===== src/hdl/i2c_frame_pkg.sv =====
`default_nettype none

package i2c_frame_pkg;

	// One queue slot holds either a char or a frame boundary mark
	typedef struct packed {
		logic       frame_end;
		logic [7:0] data;
	} queue_entry_t;

	// A received byte is payload for the user, but the first byte of a
	// frame is also looked up in the address bitmap
	typedef union packed {
		logic [7:0] data;
		struct packed {
			logic [3:0] word;
			logic [2:0] bit_idx;
			logic       rw;
		} addr;
	} rx_byte_u;

	// The bitmap covers all 128 seven-bit addresses, eight per word
	localparam int addr_table_words = 16;

	localparam int fifo_depth_log2 = 4;

endpackage

`default_nettype wire


===== src/hdl/i2c_bus_pkg.sv =====
`default_nettype none

package i2c_bus_pkg;

	// Sequencer phases, in the order a normal frame walks through them
	typedef enum logic [3:0] {
		idle,
		start,
		bit_low,
		bit_high,
		ack_low,
		ack_high,
		stop0,
		stop1,
		stop2
	} bus_phase_t;

	// Controls for one discrete pad; hiz set means the output buffer is off
	typedef struct packed {
		logic pd;
		logic pu;
		logic hiz;
	} pad_ctrl_t;

	// Clocks per bus phase, minus one
	localparam int default_phase_cycles = 99;

	// Clocks of active pull-up after SDA is let go
	localparam int default_release_cycles = 24;

endpackage

`default_nettype wire

===== src/hdl/i2c_stage_if.sv =====
`default_nettype none

// Head of the transmit queue as seen by the sequencer
interface tx_queue_if;
	i2c_frame_pkg::queue_entry_t entry;
	logic valid;
	logic pop;
	// Set when the head is a frame mark
	logic empty_frame_hint;

	modport producer (
		output entry,
		output valid,
		output empty_frame_hint,
		input  pop
	);

	modport consumer (
		input  entry,
		input  valid,
		input  empty_frame_hint,
		output pop
	);
endinterface

// Per-phase drive requests from the sequencer to the pad stage
interface pad_ctrl_if;
	logic sda_drive;
	logic sda_value;
	logic scl_drive;
	logic scl_value;
	logic [7:0] phase_count;

	modport sequencer (
		output sda_drive,
		output sda_value,
		output scl_drive,
		output scl_value,
		output phase_count
	);

	modport pad (
		input sda_drive,
		input sda_value,
		input scl_drive,
		input scl_value,
		input phase_count
	);
endinterface

`default_nettype wire


===== src/hdl/discrete_i2c_top.sv =====
`default_nettype none

module discrete_i2c_top #(
	parameter int phase_cycles = i2c_bus_pkg::default_phase_cycles,
	parameter int release_cycles = i2c_bus_pkg::default_release_cycles
) (
	input logic clk,
	input logic reset,
	input logic [7:0] tx_char,
	input logic tx_char_latch,
	input logic tx_req,
	input logic [7:0] addr_match_char,
	input logic addr_match_latch,
	input logic addr_match_reset,
	input logic scl_in,
	input logic sda_in,
	output logic scl_pd,
	output logic scl_pu_n,
	output logic scl_tri,
	output logic sda_pd,
	output logic sda_pu_n,
	output logic sda_tri,
	output logic [7:0] rx_char,
	output logic rx_char_latch,
	output logic rx_req
);
	tx_queue_if q_if ();
	pad_ctrl_if pad_if ();

	i2c_frame_pkg::queue_entry_t push_entry;
	i2c_frame_pkg::rx_byte_u rx_byte;
	logic push;
	logic rx_busy;
	logic addr_capture;
	logic addr_hit;
	logic ack;

	// A frame request takes the queue slot as a boundary mark
	assign push_entry = '{frame_end: tx_req, data: tx_char};
	assign push = tx_req || tx_char_latch;
	assign rx_char = rx_byte.data;

	tx_char_fifo fifo (
		.clk(clk),
		.reset(reset),
		.push_entry(push_entry),
		.push(push),
		.q(q_if.producer)
	);

	i2c_tx_sequencer #(
		.phase_cycles(phase_cycles)
	) sequencer (
		.clk(clk),
		.reset(reset),
		.frame_req(tx_req),
		.rx_busy(rx_busy),
		.q(q_if.consumer),
		.pad(pad_if.sequencer)
	);

	i2c_pad_driver #(
		.phase_cycles(phase_cycles),
		.release_cycles(release_cycles)
	) pads (
		.clk(clk),
		.reset(reset),
		.ack(ack),
		.pad(pad_if.pad),
		.scl_pd(scl_pd),
		.scl_pu_n(scl_pu_n),
		.scl_tri(scl_tri),
		.sda_pd(sda_pd),
		.sda_pu_n(sda_pu_n),
		.sda_tri(sda_tri)
	);

	i2c_rx_decoder decoder (
		.clk(clk),
		.reset(reset),
		.scl_in(scl_in),
		.sda_in(sda_in),
		.addr_hit(addr_hit),
		.rx_byte(rx_byte),
		.rx_char_latch(rx_char_latch),
		.rx_req(rx_req),
		.rx_busy(rx_busy),
		.addr_capture(addr_capture),
		.ack(ack)
	);

	i2c_addr_match matcher (
		.clk(clk),
		.reset(reset),
		.wr_char(addr_match_char),
		.wr_latch(addr_match_latch),
		.wr_rewind(addr_match_reset),
		.addr_capture(addr_capture),
		.rx_byte(rx_byte),
		.addr_hit(addr_hit)
	);

endmodule

`default_nettype wire


===== src/hdl/i2c_addr_match.sv =====
`default_nettype none

module i2c_addr_match (
	input logic clk,
	input logic reset,
	input logic [7:0] wr_char,
	input logic wr_latch,
	input logic wr_rewind,
	input logic addr_capture,
	input i2c_frame_pkg::rx_byte_u rx_byte,
	output logic addr_hit
);
	localparam int ptr_bits = $clog2(i2c_frame_pkg::addr_table_words);

	logic [7:0] addr_table [i2c_frame_pkg::addr_table_words];
	logic [ptr_bits-1:0] wr_ptr;
	i2c_frame_pkg::rx_byte_u captured;

	// The last value seen while capture is open is the complete first byte
	always_ff @(posedge clk) begin
		if (addr_capture)
			captured <= rx_byte;
	end

	always_ff @(posedge clk) begin
		if (reset) begin
			wr_ptr <= '0;
			for (int i = 0; i < i2c_frame_pkg::addr_table_words; i++)
				addr_table[i] <= '0;
		end else begin
			if (wr_latch)
				addr_table[wr_ptr] <= wr_char;
			if (wr_rewind)
				wr_ptr <= '0;
			else if (wr_latch)
				wr_ptr <= wr_ptr + 1'b1;
		end
	end

	// Upper nibble picks the word, the next three bits pick the bit
	assign addr_hit = addr_table[captured.addr.word][captured.addr.bit_idx];

endmodule

`default_nettype wire


===== src/hdl/i2c_rx_decoder.sv =====
`default_nettype none

module i2c_rx_decoder (
	input logic clk,
	input logic reset,
	input logic scl_in,
	input logic sda_in,
	input logic addr_hit,
	output i2c_frame_pkg::rx_byte_u rx_byte,
	output logic rx_char_latch,
	output logic rx_req,
	output logic rx_busy,
	output logic addr_capture,
	output logic ack
);
	localparam logic [1:0] rx_idle = 2'd0;
	localparam logic [1:0] rx_data = 2'd1;
	localparam logic [1:0] rx_ack = 2'd2;

	logic [1:0] state;
	logic [1:0] next_state;
	logic scl_meta, scl_sync, scl_last;
	logic sda_meta, sda_sync, sda_last;
	logic scl_rise;
	logic scl_fall;
	logic stop_seen;
	logic [2:0] bit_count;
	logic count_step, count_clear;
	logic shift_in, byte_done, stop_done;
	logic capture_set, capture_clear;
	logic ack_set, ack_clear;

	assign scl_rise = scl_sync && !scl_last;
	assign scl_fall = !scl_sync && scl_last;
	assign stop_seen = sda_sync && !sda_last && scl_sync;

	always_comb begin
		next_state = state;
		count_step = 1'b0;
		count_clear = 1'b0;
		shift_in = 1'b0;
		byte_done = 1'b0;
		stop_done = 1'b0;
		capture_set = 1'b0;
		capture_clear = 1'b0;
		ack_set = 1'b0;
		ack_clear = 1'b0;

		case (state)
			rx_idle: begin
				count_clear = 1'b1;
				capture_set = 1'b1;
				if (!sda_sync && scl_sync)
					next_state = rx_data;
			end

			rx_data: begin
				if (scl_rise) begin
					shift_in = 1'b1;
					if (bit_count == 3'd7) begin
						count_clear = 1'b1;
						byte_done = 1'b1;
						next_state = rx_ack;
					end else begin
						count_step = 1'b1;
					end
				end
			end

			rx_ack: begin
				// Only the first byte of a frame is an address
				capture_clear = 1'b1;
				if (scl_fall) begin
					if (bit_count == 3'd1) begin
						ack_clear = 1'b1;
						count_clear = 1'b1;
						next_state = rx_data;
					end else begin
						count_step = 1'b1;
						ack_set = addr_hit;
					end
				end
			end

			default: next_state = rx_idle;
		endcase

		if (state != rx_idle && stop_seen) begin
			stop_done = 1'b1;
			ack_clear = 1'b1;
			next_state = rx_idle;
		end
	end

	always_ff @(posedge clk) begin
		if (shift_in)
			rx_byte.data <= {rx_byte.data[6:0], sda_sync};
	end

	always_ff @(posedge clk) begin
		if (reset) begin
			// An idle bus reads high on both lines
			scl_meta <= 1'b1;
			scl_sync <= 1'b1;
			scl_last <= 1'b1;
			sda_meta <= 1'b1;
			sda_sync <= 1'b1;
			sda_last <= 1'b1;
			state <= rx_idle;
			bit_count <= '0;
			rx_char_latch <= 1'b0;
			rx_req <= 1'b0;
			rx_busy <= 1'b0;
			addr_capture <= 1'b0;
			ack <= 1'b0;
		end else begin
			scl_meta <= scl_in;
			scl_sync <= scl_meta;
			scl_last <= scl_sync;
			sda_meta <= sda_in;
			sda_sync <= sda_meta;
			sda_last <= sda_sync;

			state <= next_state;
			rx_char_latch <= byte_done;
			rx_req <= stop_done;
			rx_busy <= (state != rx_idle);

			if (count_clear)
				bit_count <= '0;
			else if (count_step)
				bit_count <= bit_count + 3'd1;

			if (capture_set)
				addr_capture <= 1'b1;
			else if (capture_clear)
				addr_capture <= 1'b0;

			if (ack_clear)
				ack <= 1'b0;
			else if (ack_set)
				ack <= 1'b1;
		end
	end

endmodule

`default_nettype wire


===== src/hdl/i2c_pad_driver.sv =====
`default_nettype none

module i2c_pad_driver #(
	parameter int phase_cycles = i2c_bus_pkg::default_phase_cycles,
	parameter int release_cycles = i2c_bus_pkg::default_release_cycles
) (
	input logic clk,
	input logic reset,
	input logic ack,
	pad_ctrl_if.pad pad,
	output logic scl_pd,
	output logic scl_pu_n,
	output logic scl_tri,
	output logic sda_pd,
	output logic sda_pu_n,
	output logic sda_tri
);
	localparam logic [7:0] quarter = 8'(phase_cycles / 4);
	localparam logic [7:0] release_last = 8'(release_cycles);
	localparam i2c_bus_pkg::pad_ctrl_t released = '{pd: 1'b0, pu: 1'b0, hiz: 1'b1};
	localparam i2c_bus_pkg::pad_ctrl_t pull_up = '{pd: 1'b0, pu: 1'b1, hiz: 1'b0};

	i2c_bus_pkg::pad_ctrl_t scl_q;
	i2c_bus_pkg::pad_ctrl_t sda_q;
	logic [7:0] release_count;
	logic sda_step;

	// SDA only moves once SCL has had a quarter phase to settle
	assign sda_step = (pad.phase_count >= quarter);

	always_ff @(posedge clk) begin
		if (reset) begin
			scl_q <= released;
			sda_q <= released;
			release_count <= release_last;
		end else begin
			scl_q.pd <= pad.scl_drive && !pad.scl_value;
			scl_q.pu <= pad.scl_drive && pad.scl_value;
			scl_q.hiz <= !pad.scl_drive;

			if (sda_step) begin
				if (pad.sda_drive) begin
					sda_q.pd <= !pad.sda_value;
					sda_q.pu <= pad.sda_value;
					sda_q.hiz <= 1'b0;
					release_count <= '0;
				end else if (release_count < release_last) begin
					// Speed up the rising edge before handing the line to the pull-up resistor
					sda_q <= pull_up;
					release_count <= release_count + 8'd1;
				end else begin
					sda_q <= released;
				end
			end
		end
	end

	assign scl_pd = scl_q.pd;
	assign scl_pu_n = !scl_q.pu;
	assign scl_tri = scl_q.hiz;

	// The receiver's ack wins over whatever the sequencer asked for
	assign sda_pd = ack ? 1'b1 : sda_q.pd;
	assign sda_pu_n = ack ? 1'b1 : !sda_q.pu;
	assign sda_tri = ack ? 1'b0 : sda_q.hiz;

endmodule

`default_nettype wire


===== src/hdl/i2c_tx_sequencer.sv =====
`default_nettype none

module i2c_tx_sequencer #(
	parameter int phase_cycles = i2c_bus_pkg::default_phase_cycles
) (
	input logic clk,
	input logic reset,
	input logic frame_req,
	input logic rx_busy,
	tx_queue_if.consumer q,
	pad_ctrl_if.sequencer pad
);
	localparam logic [7:0] phase_last = 8'(phase_cycles);
	localparam logic [7:0] start_last = 8'(2 * phase_cycles);

	i2c_bus_pkg::bus_phase_t phase;
	i2c_bus_pkg::bus_phase_t next_phase;
	logic [7:0] count;
	logic [2:0] bit_idx;
	logic pending;
	logic bit_reload;
	logic bit_step;
	logic phase_done;
	logic head_is_mark;
	logic frame_begin;

	assign phase_done = (count == phase_last);
	assign frame_begin = (phase == i2c_bus_pkg::idle) && (next_phase == i2c_bus_pkg::start);

	// An empty queue is treated like a frame mark so nothing undefined goes out
	assign head_is_mark = !q.valid || q.entry.frame_end;

	assign pad.phase_count = count;

	always_comb begin
		next_phase = phase;
		bit_reload = 1'b0;
		bit_step = 1'b0;
		q.pop = 1'b0;
		pad.sda_drive = 1'b0;
		pad.sda_value = 1'b1;
		pad.scl_drive = 1'b0;
		pad.scl_value = 1'b1;

		case (phase)
			i2c_bus_pkg::idle: begin
				if (pending && !rx_busy)
					next_phase = i2c_bus_pkg::start;
			end

			i2c_bus_pkg::start: begin
				// SDA high for one phase, then low for the start condition
				pad.sda_drive = 1'b1;
				pad.scl_drive = 1'b1;
				bit_reload = 1'b1;
				if (count > phase_last) begin
					if (head_is_mark) begin
						next_phase = i2c_bus_pkg::stop1;
					end else begin
						pad.sda_value = 1'b0;
						if (count == start_last)
							next_phase = i2c_bus_pkg::bit_low;
					end
				end
			end

			i2c_bus_pkg::bit_low: begin
				pad.sda_drive = 1'b1;
				pad.scl_drive = 1'b1;
				pad.sda_value = q.entry.data[bit_idx];
				pad.scl_value = 1'b0;
				if (phase_done)
					next_phase = i2c_bus_pkg::bit_high;
			end

			i2c_bus_pkg::bit_high: begin
				pad.sda_drive = 1'b1;
				pad.scl_drive = 1'b1;
				pad.sda_value = q.entry.data[bit_idx];
				if (phase_done) begin
					bit_step = 1'b1;
					if (bit_idx != 3'd0)
						next_phase = i2c_bus_pkg::bit_low;
					else
						next_phase = i2c_bus_pkg::ack_low;
				end
			end

			i2c_bus_pkg::ack_low: begin
				// SDA is left to the slave for the whole ack slot
				pad.scl_drive = 1'b1;
				pad.scl_value = 1'b0;
				if (phase_done) begin
					q.pop = 1'b1;
					next_phase = i2c_bus_pkg::ack_high;
				end
			end

			i2c_bus_pkg::ack_high: begin
				pad.scl_drive = 1'b1;
				bit_reload = 1'b1;
				if (phase_done) begin
					if (head_is_mark)
						next_phase = i2c_bus_pkg::stop0;
					else
						next_phase = i2c_bus_pkg::bit_low;
				end
			end

			i2c_bus_pkg::stop0: begin
				pad.sda_drive = 1'b1;
				pad.scl_drive = 1'b1;
				pad.sda_value = 1'b0;
				pad.scl_value = 1'b0;
				if (phase_done)
					next_phase = i2c_bus_pkg::stop1;
			end

			i2c_bus_pkg::stop1: begin
				pad.sda_drive = 1'b1;
				pad.scl_drive = 1'b1;
				pad.sda_value = 1'b0;
				if (phase_done)
					next_phase = i2c_bus_pkg::stop2;
			end

			i2c_bus_pkg::stop2: begin
				// SDA rises with SCL high, then the frame mark is retired
				pad.sda_drive = 1'b1;
				pad.scl_drive = 1'b1;
				if (phase_done) begin
					q.pop = q.valid && q.entry.frame_end;
					next_phase = i2c_bus_pkg::idle;
				end
			end

			default: next_phase = i2c_bus_pkg::idle;
		endcase
	end

	always_ff @(posedge clk) begin
		if (reset) begin
			phase <= i2c_bus_pkg::idle;
			count <= '0;
			bit_idx <= 3'd7;
			pending <= 1'b0;
		end else begin
			phase <= next_phase;
			pending <= frame_req || (pending && !frame_begin);
			if (next_phase != phase)
				count <= '0;
			else
				count <= count + 8'd1;
			if (bit_reload)
				bit_idx <= 3'd7;
			else if (bit_step)
				bit_idx <= bit_idx - 3'd1;
		end
	end

endmodule

`default_nettype wire


===== src/hdl/tx_char_fifo.sv =====
`default_nettype none

module tx_char_fifo (
	input logic clk,
	input logic reset,
	input i2c_frame_pkg::queue_entry_t push_entry,
	input logic push,
	tx_queue_if.producer q
);
	localparam int depth = 2 ** i2c_frame_pkg::fifo_depth_log2;

	i2c_frame_pkg::queue_entry_t mem [depth];
	logic [i2c_frame_pkg::fifo_depth_log2-1:0] rd_ptr;
	logic [i2c_frame_pkg::fifo_depth_log2-1:0] wr_ptr;
	logic [i2c_frame_pkg::fifo_depth_log2:0] count;
	logic do_pop;

	// Pops against an empty queue are ignored
	assign do_pop = q.pop && q.valid;

	// The head is visible without a read cycle
	assign q.entry = mem[rd_ptr];
	assign q.valid = (count != '0);
	assign q.empty_frame_hint = q.valid && q.entry.frame_end;

	always_ff @(posedge clk) begin
		if (push)
			mem[wr_ptr] <= push_entry;
	end

	always_ff @(posedge clk) begin
		if (reset) begin
			rd_ptr <= '0;
			wr_ptr <= '0;
			count <= '0;
		end else begin
			if (push)
				wr_ptr <= wr_ptr + 1'b1;
			if (do_pop)
				rd_ptr <= rd_ptr + 1'b1;
			if (push && !do_pop)
				count <= count + 1'b1;
			else if (!push && do_pop)
				count <= count - 1'b1;
		end
	end

endmodule

`default_nettype wire


===== config.mk =====
export PLATFORM = sky130hd
export DESIGN_NAME = discrete_i2c_top
export DESIGN_NICKNAME = d
export VERILOG_FILES = /design/src/hdl/i2c_frame_pkg.sv /design/src/hdl/i2c_bus_pkg.sv /design/src/hdl/i2c_stage_if.sv /design/src/hdl/discrete_i2c_top.sv /design/src/hdl/i2c_addr_match.sv /design/src/hdl/i2c_rx_decoder.sv /design/src/hdl/i2c_pad_driver.sv /design/src/hdl/i2c_tx_sequencer.sv /design/src/hdl/tx_char_fifo.sv
export SDC_FILE = /design/constraint.sdc
export NUM_CORES = 1
export LEC_CHECK = 0
export ABC_AREA = 1
export BUFFER_PORTS_ARGS = -buffer_cell sky130_fd_sc_hd__buf_4
export CORE_UTILIZATION = 65
export CTS_CLUSTER_DIAMETER = 100
export DETAILED_ROUTE_END_ITERATION = 16
export PLACE_DENSITY = 0.81
export SLEW_MARGIN = 30
export SYNTH_ARGS = -nofsm -noshare
export SYNTH_HDL_FRONTEND = slang
export SYNTH_HIERARCHICAL = 1
export SYNTH_SLANG_ARGS = --single-unit

===== constraint.sdc =====
create_clock -name clk -period 6.8 [get_ports clk]
set_clock_uncertainty 0.05 [all_clocks]
set_input_delay 1.02 -clock clk [delete_from_list [all_inputs] [get_ports clk]]
set_output_delay 1.02 -clock clk [all_outputs]
set_load 0.005 [all_outputs]

======== Word level (Yosys, flattened, before mapping) ========
Memory sizes are Yosys's and may differ from the RTL's. A register that Yosys moved wholly into a read port is not among the register bits.
Index checks and enable logic that the tools add are counted.
word-level totals
  bits in registers ....................... 79
  latch bits .............................. 0
  bits in writable memories ............... 272
  bits in read-only memories .............. 0
  input bits .............................. 24
  logic and storage cells ................. 202
  memories ................................ 2
memories
  name                depth  width  rd ports  clocked after Yosys merged registers in  wr ports  RTL line              source
  fifo.mem            16     9      1         1                                        1         tx_char_fifo.sv:12    i2c_frame_pkg::queue_entry_t mem [depth];
  matcher.addr_table  16     8      1         1                                        16        i2c_addr_match.sv:15  logic [7:0] addr_table [i2c_frame_pkg::addr_table_words];
operators by class
  add/subtract/negate cells ............... 9
  multiply operators ...................... 0
  divide/modulo/power cells ............... 0
  $lt $le $gt $ge ......................... 5
  equal/unequal tests ..................... 21
  shifts and indexed selects .............. 0
  multiplexer cells ....................... 79
  bitwise operators ....................... 1
  reductions and logical operators ........ 55
operators by type and width
  operator               count
  $mux W4                15
  $mux W1                42
  $pmux W4 S9            1
  $mux W8                3
  $reduce_or A2 Y1       10
  $add A8 B1 Y8 const B  2
  $eq A4 B3 Y1 const B   4
  $reduce_or A8 Y1       2
  $logic_and A1 B1 Y1    15
  $logic_not A1 Y1       13
  $add A4 B1 Y4 const B  3
  $mux W2                6
  $mux W5                2
  $ne A2 B1 Y1 const B   5
  $mux W3                3
  $eq A4 B1 Y1 const B   2
  $eq A4 B2 Y1 const B   2
  $eq A8 B7 Y1 const B   1
  $eq A8 B8 Y1 const B   1
  $ge A8 B5 Y1 const B   1
  $gt A8 B7 Y1 const B   1
  $lt A3 B4 Y1 const B   2
  $lt A8 B5 Y1 const B   1
  $reduce_bool A2 Y1     4
  24 further kinds       29

======== Depth between registers and ports, before layout ========
Gate-level depths: netlist of run 1.
  word-level depth ........................ 11
  gate-level depth with buffers ........... 21
  mapped depth without buffers ............ 19

======== Modules after synthesis ========
The synthesis of run 1 kept the hierarchy.
by module, submodules not included
  module            times used  cells each  area each (um2)  sequential area each (um2)
  tx_char_fifo      1           555         6638.9           4664.5
  i2c_addr_match    1           657         6439.9           4214.0
  i2c_tx_sequencer  1           178         1219.9           320.3
  i2c_rx_decoder    1           110         979.7            560.5
  i2c_pad_driver    1           89          673.1            280.3
  discrete_i2c_top  1           3           11.3             0.0

======== Worst setup path before layout of run 1 ========
Ideal clock, no wire load.
  path type ............................... register to register
  start point ............................. reg with a tool-made name
  end point ............................... reg fifo/count[4] (netlist name)
  data arrival time ....................... 2.547 ns
  setup slack ............................. 4.134 ns
  cell stages (with the launch flop) ...... 21
  cells stage by stage .................... dfxtp_1 -> buf_6 -> inv_2 -> buf_6 -> buf_6 -> nand2_1 -> nand3_1 -> nand3_1 -> nand3_2 -> nand2_1 -> nand3_1 -> a21oi_1 -> nand2_1 -> ha_1 -> inv_1 -> ha_1 -> or2_2 -> nand2_1 -> xnor2_1 -> nand2_1 -> a21oi_1
RTL lines
  what                  RTL line            source
  to (signal assigned)  tx_char_fifo.sv:42  count <= count + 1'b1;
  to (signal assigned)  tx_char_fifo.sv:44  count <= count - 1'b1;
  to (decl)             tx_char_fifo.sv:15  logic [i2c_frame_pkg::fifo_depth_log2:0] count;

==> results.json, run 1 <==
{
  "drtAntennaViolNets": 0,
  "grtUsageMet2_pct": 49.5,
  "grt_use_met1_pct": 34.2,
  "cts_tree": "yes",
  "tightest_slew_ns": 1.00,
  "post-cts-setup-buffer-count": 0,
  "hold_buffers": 0,
  "synth_cells": 1590,
  "period_needed_ns": 4.00,
  "p_int_w": 0.00371,
  "r2r_end": "fifo/count[4]",
  "grt_overflow": 0,
  "yosysWarnings": 6,
  "drcViolationCount": 0,
  "grt.total_usage_pct": 28.2,
  "holdCritPathClass": "reg2reg",
  "drt-total-wl_um": 34800,
  "crit_end": "fifo/count[4]",
  "area_delta_synth_final_pct": 9.41,
  "hold_viol_final": 0,
  "grt_pass1_wl_um": 54000,
  "drv_cap": 0,
  "grt_max_degree": 90,
  "syn_avg_cell_area_um2": 10.0,
  "layout-drive-gt1-share_pct": 10.3,
  "antenna_found_initial": 0,
  "cp-end-kind": "flip-flop",
  "synth_nets": 1640,
  "use_met3_pct": 4.03,
  "ir_drop_uv": 224,
  "fin_crit_sh_pct": 58.9,
  "power_density_mw_per_mm2": 285,
  "syn-cell-area_mm2": 0.0160,
  "cts_buffers": 36,
  "ios": 40,
  "die_y_um": 159,
  "die_area_mm2": 0.0252,
  "drv_slew": 0,
  "core_area_mm2": 0.0238,
  "cp-start-kind": "flip-flop",
  "min_from": "decoder/scl_meta",
  "final_common_cell": "nand2_1",
  "critPathArrivalTime_ns": 4.41,
  "start_util_pct": 67.2,
  "critPathMaxFanout": 89,
  "path_clk_slew_ns": 0.06,
  "gr-max-usage-layer": "met2",
  "p_switching_w": 0.00126,
  "max_freq_ghz": 0.250,
  "setup_viol": 0,
  "seqPwrFrac_pct": 50.3,
  "cts.path.max_buffers": 3,
  "leakagePower_nw": 6.90,
  "cts.sinks": 358,
  "r2r_cells": 18,
  "regArea_mm2": 0.0100,
  "fin_nets": 1659,
  "gp_congestion": 0.878,
  "worstPathRequired_ns": 7.20,
  "wl_per_cell_um": 17.8,
  "h-tree-depth": 2,
  "holdWs_ns": 0.362,
  "cts_resized": 0,
  "grt_pass1_vias": 10800,
  "fin_cells": 1955,
  "r2r_setup_slack_ns": 2.80,
  "tns_ns": 0,
  "dr.pass1.iters": 6,
  "num_rows": 56,
  "max_slew_margin_pct": 33.0,
  "status": "finished, final reports clean",
  "place_inst": 1890,
  "cts_root_buf": "clkbuf_16",
  "path_class": "reg2reg",
  "p_clk_share_pct": 38.3,
  "rsz0062_at_grt": "false",
  "combinationalPowerShare_pct": 11.4,
  "dp_hpwl_um": 21600,
  "die_width_um": 159,
  "nFillCells": 1626,
  "via_per_inst": 5.88,
  "switching_share_pct": 25.3,
  "final_cell_mix": "320 x nand2_1, 287 x edfxtp_1, 278 x nor2_1",
  "multi_input_area_mm2": 0.00506,
  "diodes": 0,
  "clock_latency_ns": 0.52,
  "drt_iter0_drc": 1295,
  "io_buffers": 39,
  "num_vias": 11500
}
-- per-layer routing --
metal	up-vias	share of wire, %
met5	-	0
met1	5370	38
li1	5399	-
met3	125	7.7
met4	0	4.5
met2	596	50
-- per-stage QoR --
stage | cell area, um2 | utilization, % | total power [W] | setup slack, ns
after floorplan | 16000 | - | 0.00295 | 4.16
after global placement | 16300 | 68.6 | 0.00307 | 3.05
after detailed placement | 16300 | 68.6 | 0.00309 | 2.91
after CTS | 17400 | 73.4 | 0.00498 | 2.87
after global routing | 17500 | 73.5 | 0.00514 | 2.48
final | 17500 | 73.5 | 0.00497 | 2.80
-- sequential cells by signal, indices dropped and copies added, names as in the netlist, 5 cells and up, named ones only --
register / flops
fifo/mem: 144
matcher/addr_table: 128
decoder/rx_byte: 8
pads/release_count: 8
sequencer/pad.phase_count: 8
matcher/captured: 7
fifo/count: 5
-- cell type report --
type / count / share of cell area, %
timing repair buffer: 43 / 1.85
clock inverter: 17 / 0.688
multi-input combinational: 1041 / 29.0
clock buffer: 48 / 5.84
tap: 319 / 2.29
inverter: 129 / 2.80
sequential: 358 / 57.5
-- critical path, stage by stage, from the launching register on --
cell and delay (ns):
dfxtp_2 0.31, buf_4 0.62, inv_2 0.61, nand2_1 0.17, nand3_1 0.10, nand3_1 0.15
nand3_2 0.10, nand2_1 0.12, nand3_1 0.08, a21oi_1 0.13, nand2_1 0.12, ha_1 0.23
inv_1 0.14, ha_1 0.27, or2_2 0.31, nand2_1 0.09, xnor2_1 0.12, nand2_1 0.06
a21oi_1 0.11
-- worst min path at each step --
stage / to / slack [ns] / cells after the start
after detailed placement: decoder/sda_sync / 0.35 / 1
after global placement: decoder/scl_sync / 0.34 / 1
after global routing: decoder/sda_sync / 0.39 / 1
final: decoder/scl_sync / 0.36 / 1
after floorplan: decoder/scl_sync / 0.34 / 1
after CTS: decoder/scl_sync / 0.36 / 1
-- power by group through the flow --
stage          registers [W]  logic [W]  clock network (W)
2_1_floorplan        0.00252   0.000426                  0
3_3_place_gp         0.00254   0.000532                  0
3_5_place_dp         0.00255   0.000548                  0
4_1_cts              0.00250   0.000556            0.00192
5_1_grt              0.00251   0.000628            0.00201
6_report             0.00250   0.000569            0.00190
No activity file was read; power rests on OpenSTA's default activity.
==> run 2, diff against run 1 <==
- ABC_AREA: 1 -> 0
- CORE_UTILIZATION: 65 -> 62
- PLACE_DENSITY: 0.81 -> 0.78
- clock period: 6.8 -> 4.12 ns (I/O delays scaled with it)
==> results.json, run 2 <==
{
  "ir_drop_uv": 517,
  "max_slew_margin_pct": 37.4,
  "core_area_mm2": 0.0251,
  "grt_pass1_wl_um": 48600,
  "setup_viol": 0,
  "rsz0062_at_grt": "false",
  "grt_overflow": 0,
  "final_common_cell": "edfxtp_1",
  "fin_nets": 1106,
  "num_vias": 8965,
  "gp_congestion": 0.827,
  "pre_cts_ws_ns": 0.416,
  "clock_latency_ns": 0.51,
  "seqPwrFrac_pct": 53.4,
  "die_area_mm2": 0.0261,
  "start_util_pct": 62.9,
  "status": "finished, final reports clean",
  "antenna_found_initial": 0,
  "grt.total_usage_pct": 24.2,
  "largest_register_ffs": 144,
  "cp-start-kind": "flip-flop",
  "via_per_inst": 6.36,
  "power_density_mw_per_mm2": 443,
  "area_delta_synth_final_pct": 9.77,
  "critPathArrivalTime_ns": 4.03,
  "h-tree-depth": 2,
  "synth_nets": 1088,
  "cts.path.max_buffers": 3,
  "largest-register": "fifo/mem",
  "cts_resized": 0,
  "syn-cell-area_mm2": 0.0158,
  "drv_slew": 0,
  "path_clk_slew_ns": 0.06,
  "ios": 40,
  "switching_share_pct": 22.0,
  "drt_iter0_drc": 928,
  "p_total_w": 0.00768,
  "final_cell_mix": "287 x edfxtp_1, 132 x and3_1, 69 x dfxtp_1",
  "p_clk_share_pct": 39.0,
  "cp_cell_sequence": "mux4_2 > nor2b_1 > a211oi_2 > nor2_1 > a31oi_1 > nor4_1 > o21ai_4 > ha_1 > inv_1 > ha_1 > a21oi_1 > a211oi_1 > a31oi_1 > mux2_2",
  "post-cts-setup-buffer-count": 0,
  "drtAntennaViolNets": 0,
  "dr.pass1.iters": 5,
  "combinationalPowerShare_pct": 7.7,
  "cts_root_buf": "clkbuf_16",
  "leakagePower_nw": 6.69,
  "cts_tree": "yes",
  "fin_ws_ns": 0.429,
  "tightest_slew_ns": 0.940,
  "cp_slowest_stage_delay_ns": 0.59,
  "grt_max_degree": 66,
  "syn_avg_cell_area_um2": 15.2,
  "p_int_w": 0.00599,
  "grt_pass1_vias": 8977,
  "die_width_um": 162,
  "r2r_cells": 14,
  "largestRegisters": "fifo/mem (144), matcher/addr_table (128)",
  "nFillCells": 1710,
  "fin_crit_sh_pct": 89.6,
  "max_freq_ghz": 0.271,
  "period_needed_ns": 3.69,
  "holdWs_ns": 0.243,
  "tns_ns": 0,
  "holdPathStages": 2,
  "drcViolationCount": 0,
  "hold_buffers": 0,
  "layout-drive-gt1-share_pct": 17.8,
  "io_buffers": 39,
  "die_y_um": 162,
  "critPathMaxFanout": 8,
  "num_rows": 58,
  "path_class": "reg2reg",
  "p_switching_w": 0.00169,
  "cp-end-kind": "flip-flop",
  "place_inst": 1348,
  "drt-total-wl_um": 30800,
  "cts.sinks": 358,
  "drv_cap": 0,
  "cts_buffers": 36,
  "wl_per_cell_um": 21.8,
  "hold_viol_final": 0,
  "synth_cells": 1038,
  "worstPathRequired_ns": 4.46,
  "diodes": 0,
  "yosysWarnings": 6,
  "dp_hpwl_um": 19400,
  "fin_cells": 1409,
  "critPathSlowestCell": "nor4_1",
  "holdCritPathClass": "in2reg"
}
==> run 2: metrics by stage <==
step | area (um2) | utilization, %
after floorplan | 15800 | -
after global placement | 16200 | 64.7
after detailed placement | 16300 | 64.7
after CTS | 17300 | 69.0
after global routing | 17300 | 69.0
final | 17300 | 69.0
==> run 2: power groups by stage <==
stage | Combinational (W) | Sequential, W | Clock, W
after floorplan | 0.000435 | 0.00413 | 0
after global placement | 0.000570 | 0.00417 | 0
after detailed placement | 0.000585 | 0.00418 | 0
after CTS | 0.000591 | 0.00410 | 0.00304
after global routing | 0.000639 | 0.00411 | 0.00318
final | 0.000590 | 0.00410 | 0.00299
==> run 2: layout make-up <==
| cell class | instances | area [um2] | area share (%) |
|---|---|---|---|
| Tap cell | 330 | 413 | 2.38 |
| Clock inverter | 14 | 103 | 0.592 |
| Timing Repair Buffer | 54 | 418 | 2.41 |
| Inverter | 22 | 82.6 | 0.477 |
| Multi-Input combinational cell | 584 | 5300 | 30.6 |
| Clock buffer | 47 | 972 | 5.61 |
| Sequential cell | 358 | 10000 | 58.0 |
==> run 2: final timing paths <==
| kind | endpoint | slack, ns | startpoint |
|---|---|---|---|
| max reg2reg | fifo/count[4] | 0.43 | flip-flop |
| max | fifo/count[4] | 0.43 | flip-flop |
| min | matcher/wr_ptr[3] | 0.24 | addr_match_reset |
| min reg2reg | decoder/sda_sync | 0.35 | decoder/sda_meta |
==> run 2: critical path, delay by kind of cell, from the launching register on <==
family,cells,cell delay (ns)
AO/OA/AOI/OAI,6,0.76
multiplexers,2,0.63
buffers and inverters,1,0.15
flip-flops,1,0.51
adder cells (fa/ha/maj),2,0.53
AND/OR/NAND/NOR,3,0.94
==> run 2: routing by layer <==
metal / track usage (%) / vias up / wire length, um
li1: - / 4086 / -
met2: 41.0 / 305 / 15700
met5: 0 / - / 0
met4: 7.46 / 0 / 640
met3: 3.49 / 51 / 1750
met1: 32.8 / 4523 / 12700
==> run 3, diff against run 2 <==
- BUFFER_PORTS_ARGS: -buffer_cell sky130_fd_sc_hd__buf_4 -> -buffer_cell sky130_fd_sc_hd__buf_2
==> results.json, run 3 (same netlist as run 2, synthesis figures left out) <==
{
  "status": "finished, final reports clean",
  "holdCritPathClass": "in2reg",
  "grt_pass1_wl_um": 49000,
  "p_switching_w": 0.00182,
  "h-tree-depth": 2,
  "combinationalPowerShare_pct": 7.2,
  "dr.pass1.iters": 5,
  "dp_hpwl_um": 19600,
  "cp-start-kind": "flip-flop",
  "cts_resized": 0,
  "largestRegisters": "fifo/mem (144), matcher/addr_table (128)",
  "fin_crit_sh_pct": 91.3,
  "cts.sinks": 358,
  "grt_pass1_vias": 9007,
  "final_cell_mix": "287 x edfxtp_1, 133 x and3_1, 69 x dfxtp_1",
  "grt.total_usage_pct": 24.7,
  "p_int_w": 0.00627,
  "crit_end": "fifo/count[4]",
  "fin_area_mm2": 0.0174,
  "max_slew_margin_pct": 38.9,
  "dpl-instance-area_mm2": 0.0162,
  "tightest_slew_ns": 0.912,
  "rsz0062_at_grt": "false",
  "seqPwrFrac_pct": 50.8,
  "power_density_mw_per_mm2": 464,
  "place_inst": 1350,
  "drcViolationCount": 0,
  "cts_buffers": 36,
  "antenna_found_initial": 0,
  "fin_cells": 1415,
  "cp-end-kind": "flip-flop",
  "io_buffers": 39,
  "area_delta_synth_final_pct": 10.4,
  "holdWs_ns": 0.225,
  "r2r_cells": 14,
  "clock_latency_ns": 0.54,
  "hold_buffers": 0,
  "num_vias": 8997,
  "r2r_end": "fifo/count[4]",
  "path_class": "reg2reg",
  "drt-total-wl_um": 31700,
  "drv_slew": 0,
  "drv_cap": 0,
  "grt_overflow": 0,
  "leakagePower_nw": 6.75,
  "cts.path.max_buffers": 3,
  "max_freq_ghz": 0.266,
  "final_common_cell": "edfxtp_1",
  "layout-drive-gt1-share_pct": 18.6,
  "drtAntennaViolNets": 0,
  "ir_drop_uv": 438,
  "path_clk_slew_ns": 0.07,
  "period_needed_ns": 3.76,
  "r2r_setup_slack_ns": 0.36,
  "gp_congestion": 0.799,
  "cts_tree": "yes",
  "worstPathRequired_ns": 4.48,
  "hold_viol_final": 0,
  "tns_ns": 0,
  "largest-register": "fifo/mem",
  "grt_max_degree": 66,
  "ios": 40,
  "wl_per_cell_um": 22.4,
  "critPathArrivalTime_ns": 4.12,
  "num_rows": 58,
  "start_util_pct": 62.9,
  "via_per_inst": 6.36,
  "switching_share_pct": 22.5,
  "critPathMaxFanout": 8,
  "core_area_mm2": 0.0251,
  "diodes": 0,
  "nFillCells": 1638,
  "die_y_um": 162,
  "largest_register_ffs": 144,
  "p_clk_share_pct": 42.0,
  "cts_root_buf": "clkbuf_16",
  "die_area_mm2": 0.0261,
  "post-cts-setup-buffer-count": 0,
  "setup_viol": 0,
  "drt_iter0_drc": 944,
  "die_width_um": 162,
  "fin_nets": 1108
}
==> run 3: cell count changes in the layout (fill, tap and decap cells not counted), sizes merged <==
cell      change
clkbuf        -9
clkinv        +8
bufinv        +5
buf           +2
clkinvlp      +1
inv           -1
==> run 3: how the worst min path moves through the flow <==
| stage | slack (ns) | from | depth (start not counted) | to |
|---|---|---|---|---|
| floorplan | 0.34 | decoder/scl_meta | 1 | decoder/scl_sync |
| global placement | 0.34 | decoder/sda_meta | 1 | decoder/sda_sync |
| detailed placement | 0.35 | decoder/scl_meta | 1 | decoder/scl_sync |
| CTS | 0.21 | sda_in | 2 | decoder/sda_meta |
| global route | 0.22 | scl_in | 2 | decoder/scl_meta |
| finish | 0.23 | sda_in | 2 | decoder/sda_meta |
==> run 3: metal layers <==
metal	track usage (%)	vias to the layer above	routed length (um)
li1	-	4105	-
met1	32.3	4493	12800
met2	41.5	332	16000
met3	3.95	67	1990
met4	9.95	0	912
met5	0	-	0
==> run 3: final cells by class <==
cell class                 count  area [um2]  share of cell area (%)
sequential                   358       10000                    57.6
multi-input combinational    584        5300                    30.4
clock buffer                  38         908                    5.21
tap                          330         413                    2.37
timing repair buffer          56         348                    2.00
clock inverter                27         344                    1.97
inverter                      22        82.6                   0.474
==> run 3: power by group through the flow <==
stage               registers, W  clock network (W)  logic, W
floorplan                0.00413                  0  0.000435
global placement         0.00417                  0  0.000559
detailed placement       0.00418                  0  0.000570
CTS                      0.00411            0.00345  0.000577
global route             0.00412            0.00358  0.000622
finish                   0.00410            0.00340  0.000581
==> run 3: stage by stage <==
step	worst slack, ns	total power (W)	utilization [%]
floorplan	0.801	0.00457	-
detailed placement	0.425	0.00475	64.4
finish	0.358	0.00808	69.4
global placement	0.536	0.00473	64.4
global route	0.0111	0.00832	69.4
CTS	0.394	0.00813	69.4
==> run 3: worst max-delay path, stage by stage, from the launching register on <==
cell and delay [ns]:
dfxtp_1 0.53, mux4_2 0.28, nor2b_1 0.19, a211oi_2 0.07
nor2_1 0.21, a31oi_1 0.11, nor4_1 0.57, o21ai_4 0.15
ha_1 0.24, inv_1 0.16, ha_1 0.30, a21oi_1 0.18
a211oi_1 0.09, a31oi_1 0.17, mux2_2 0.34
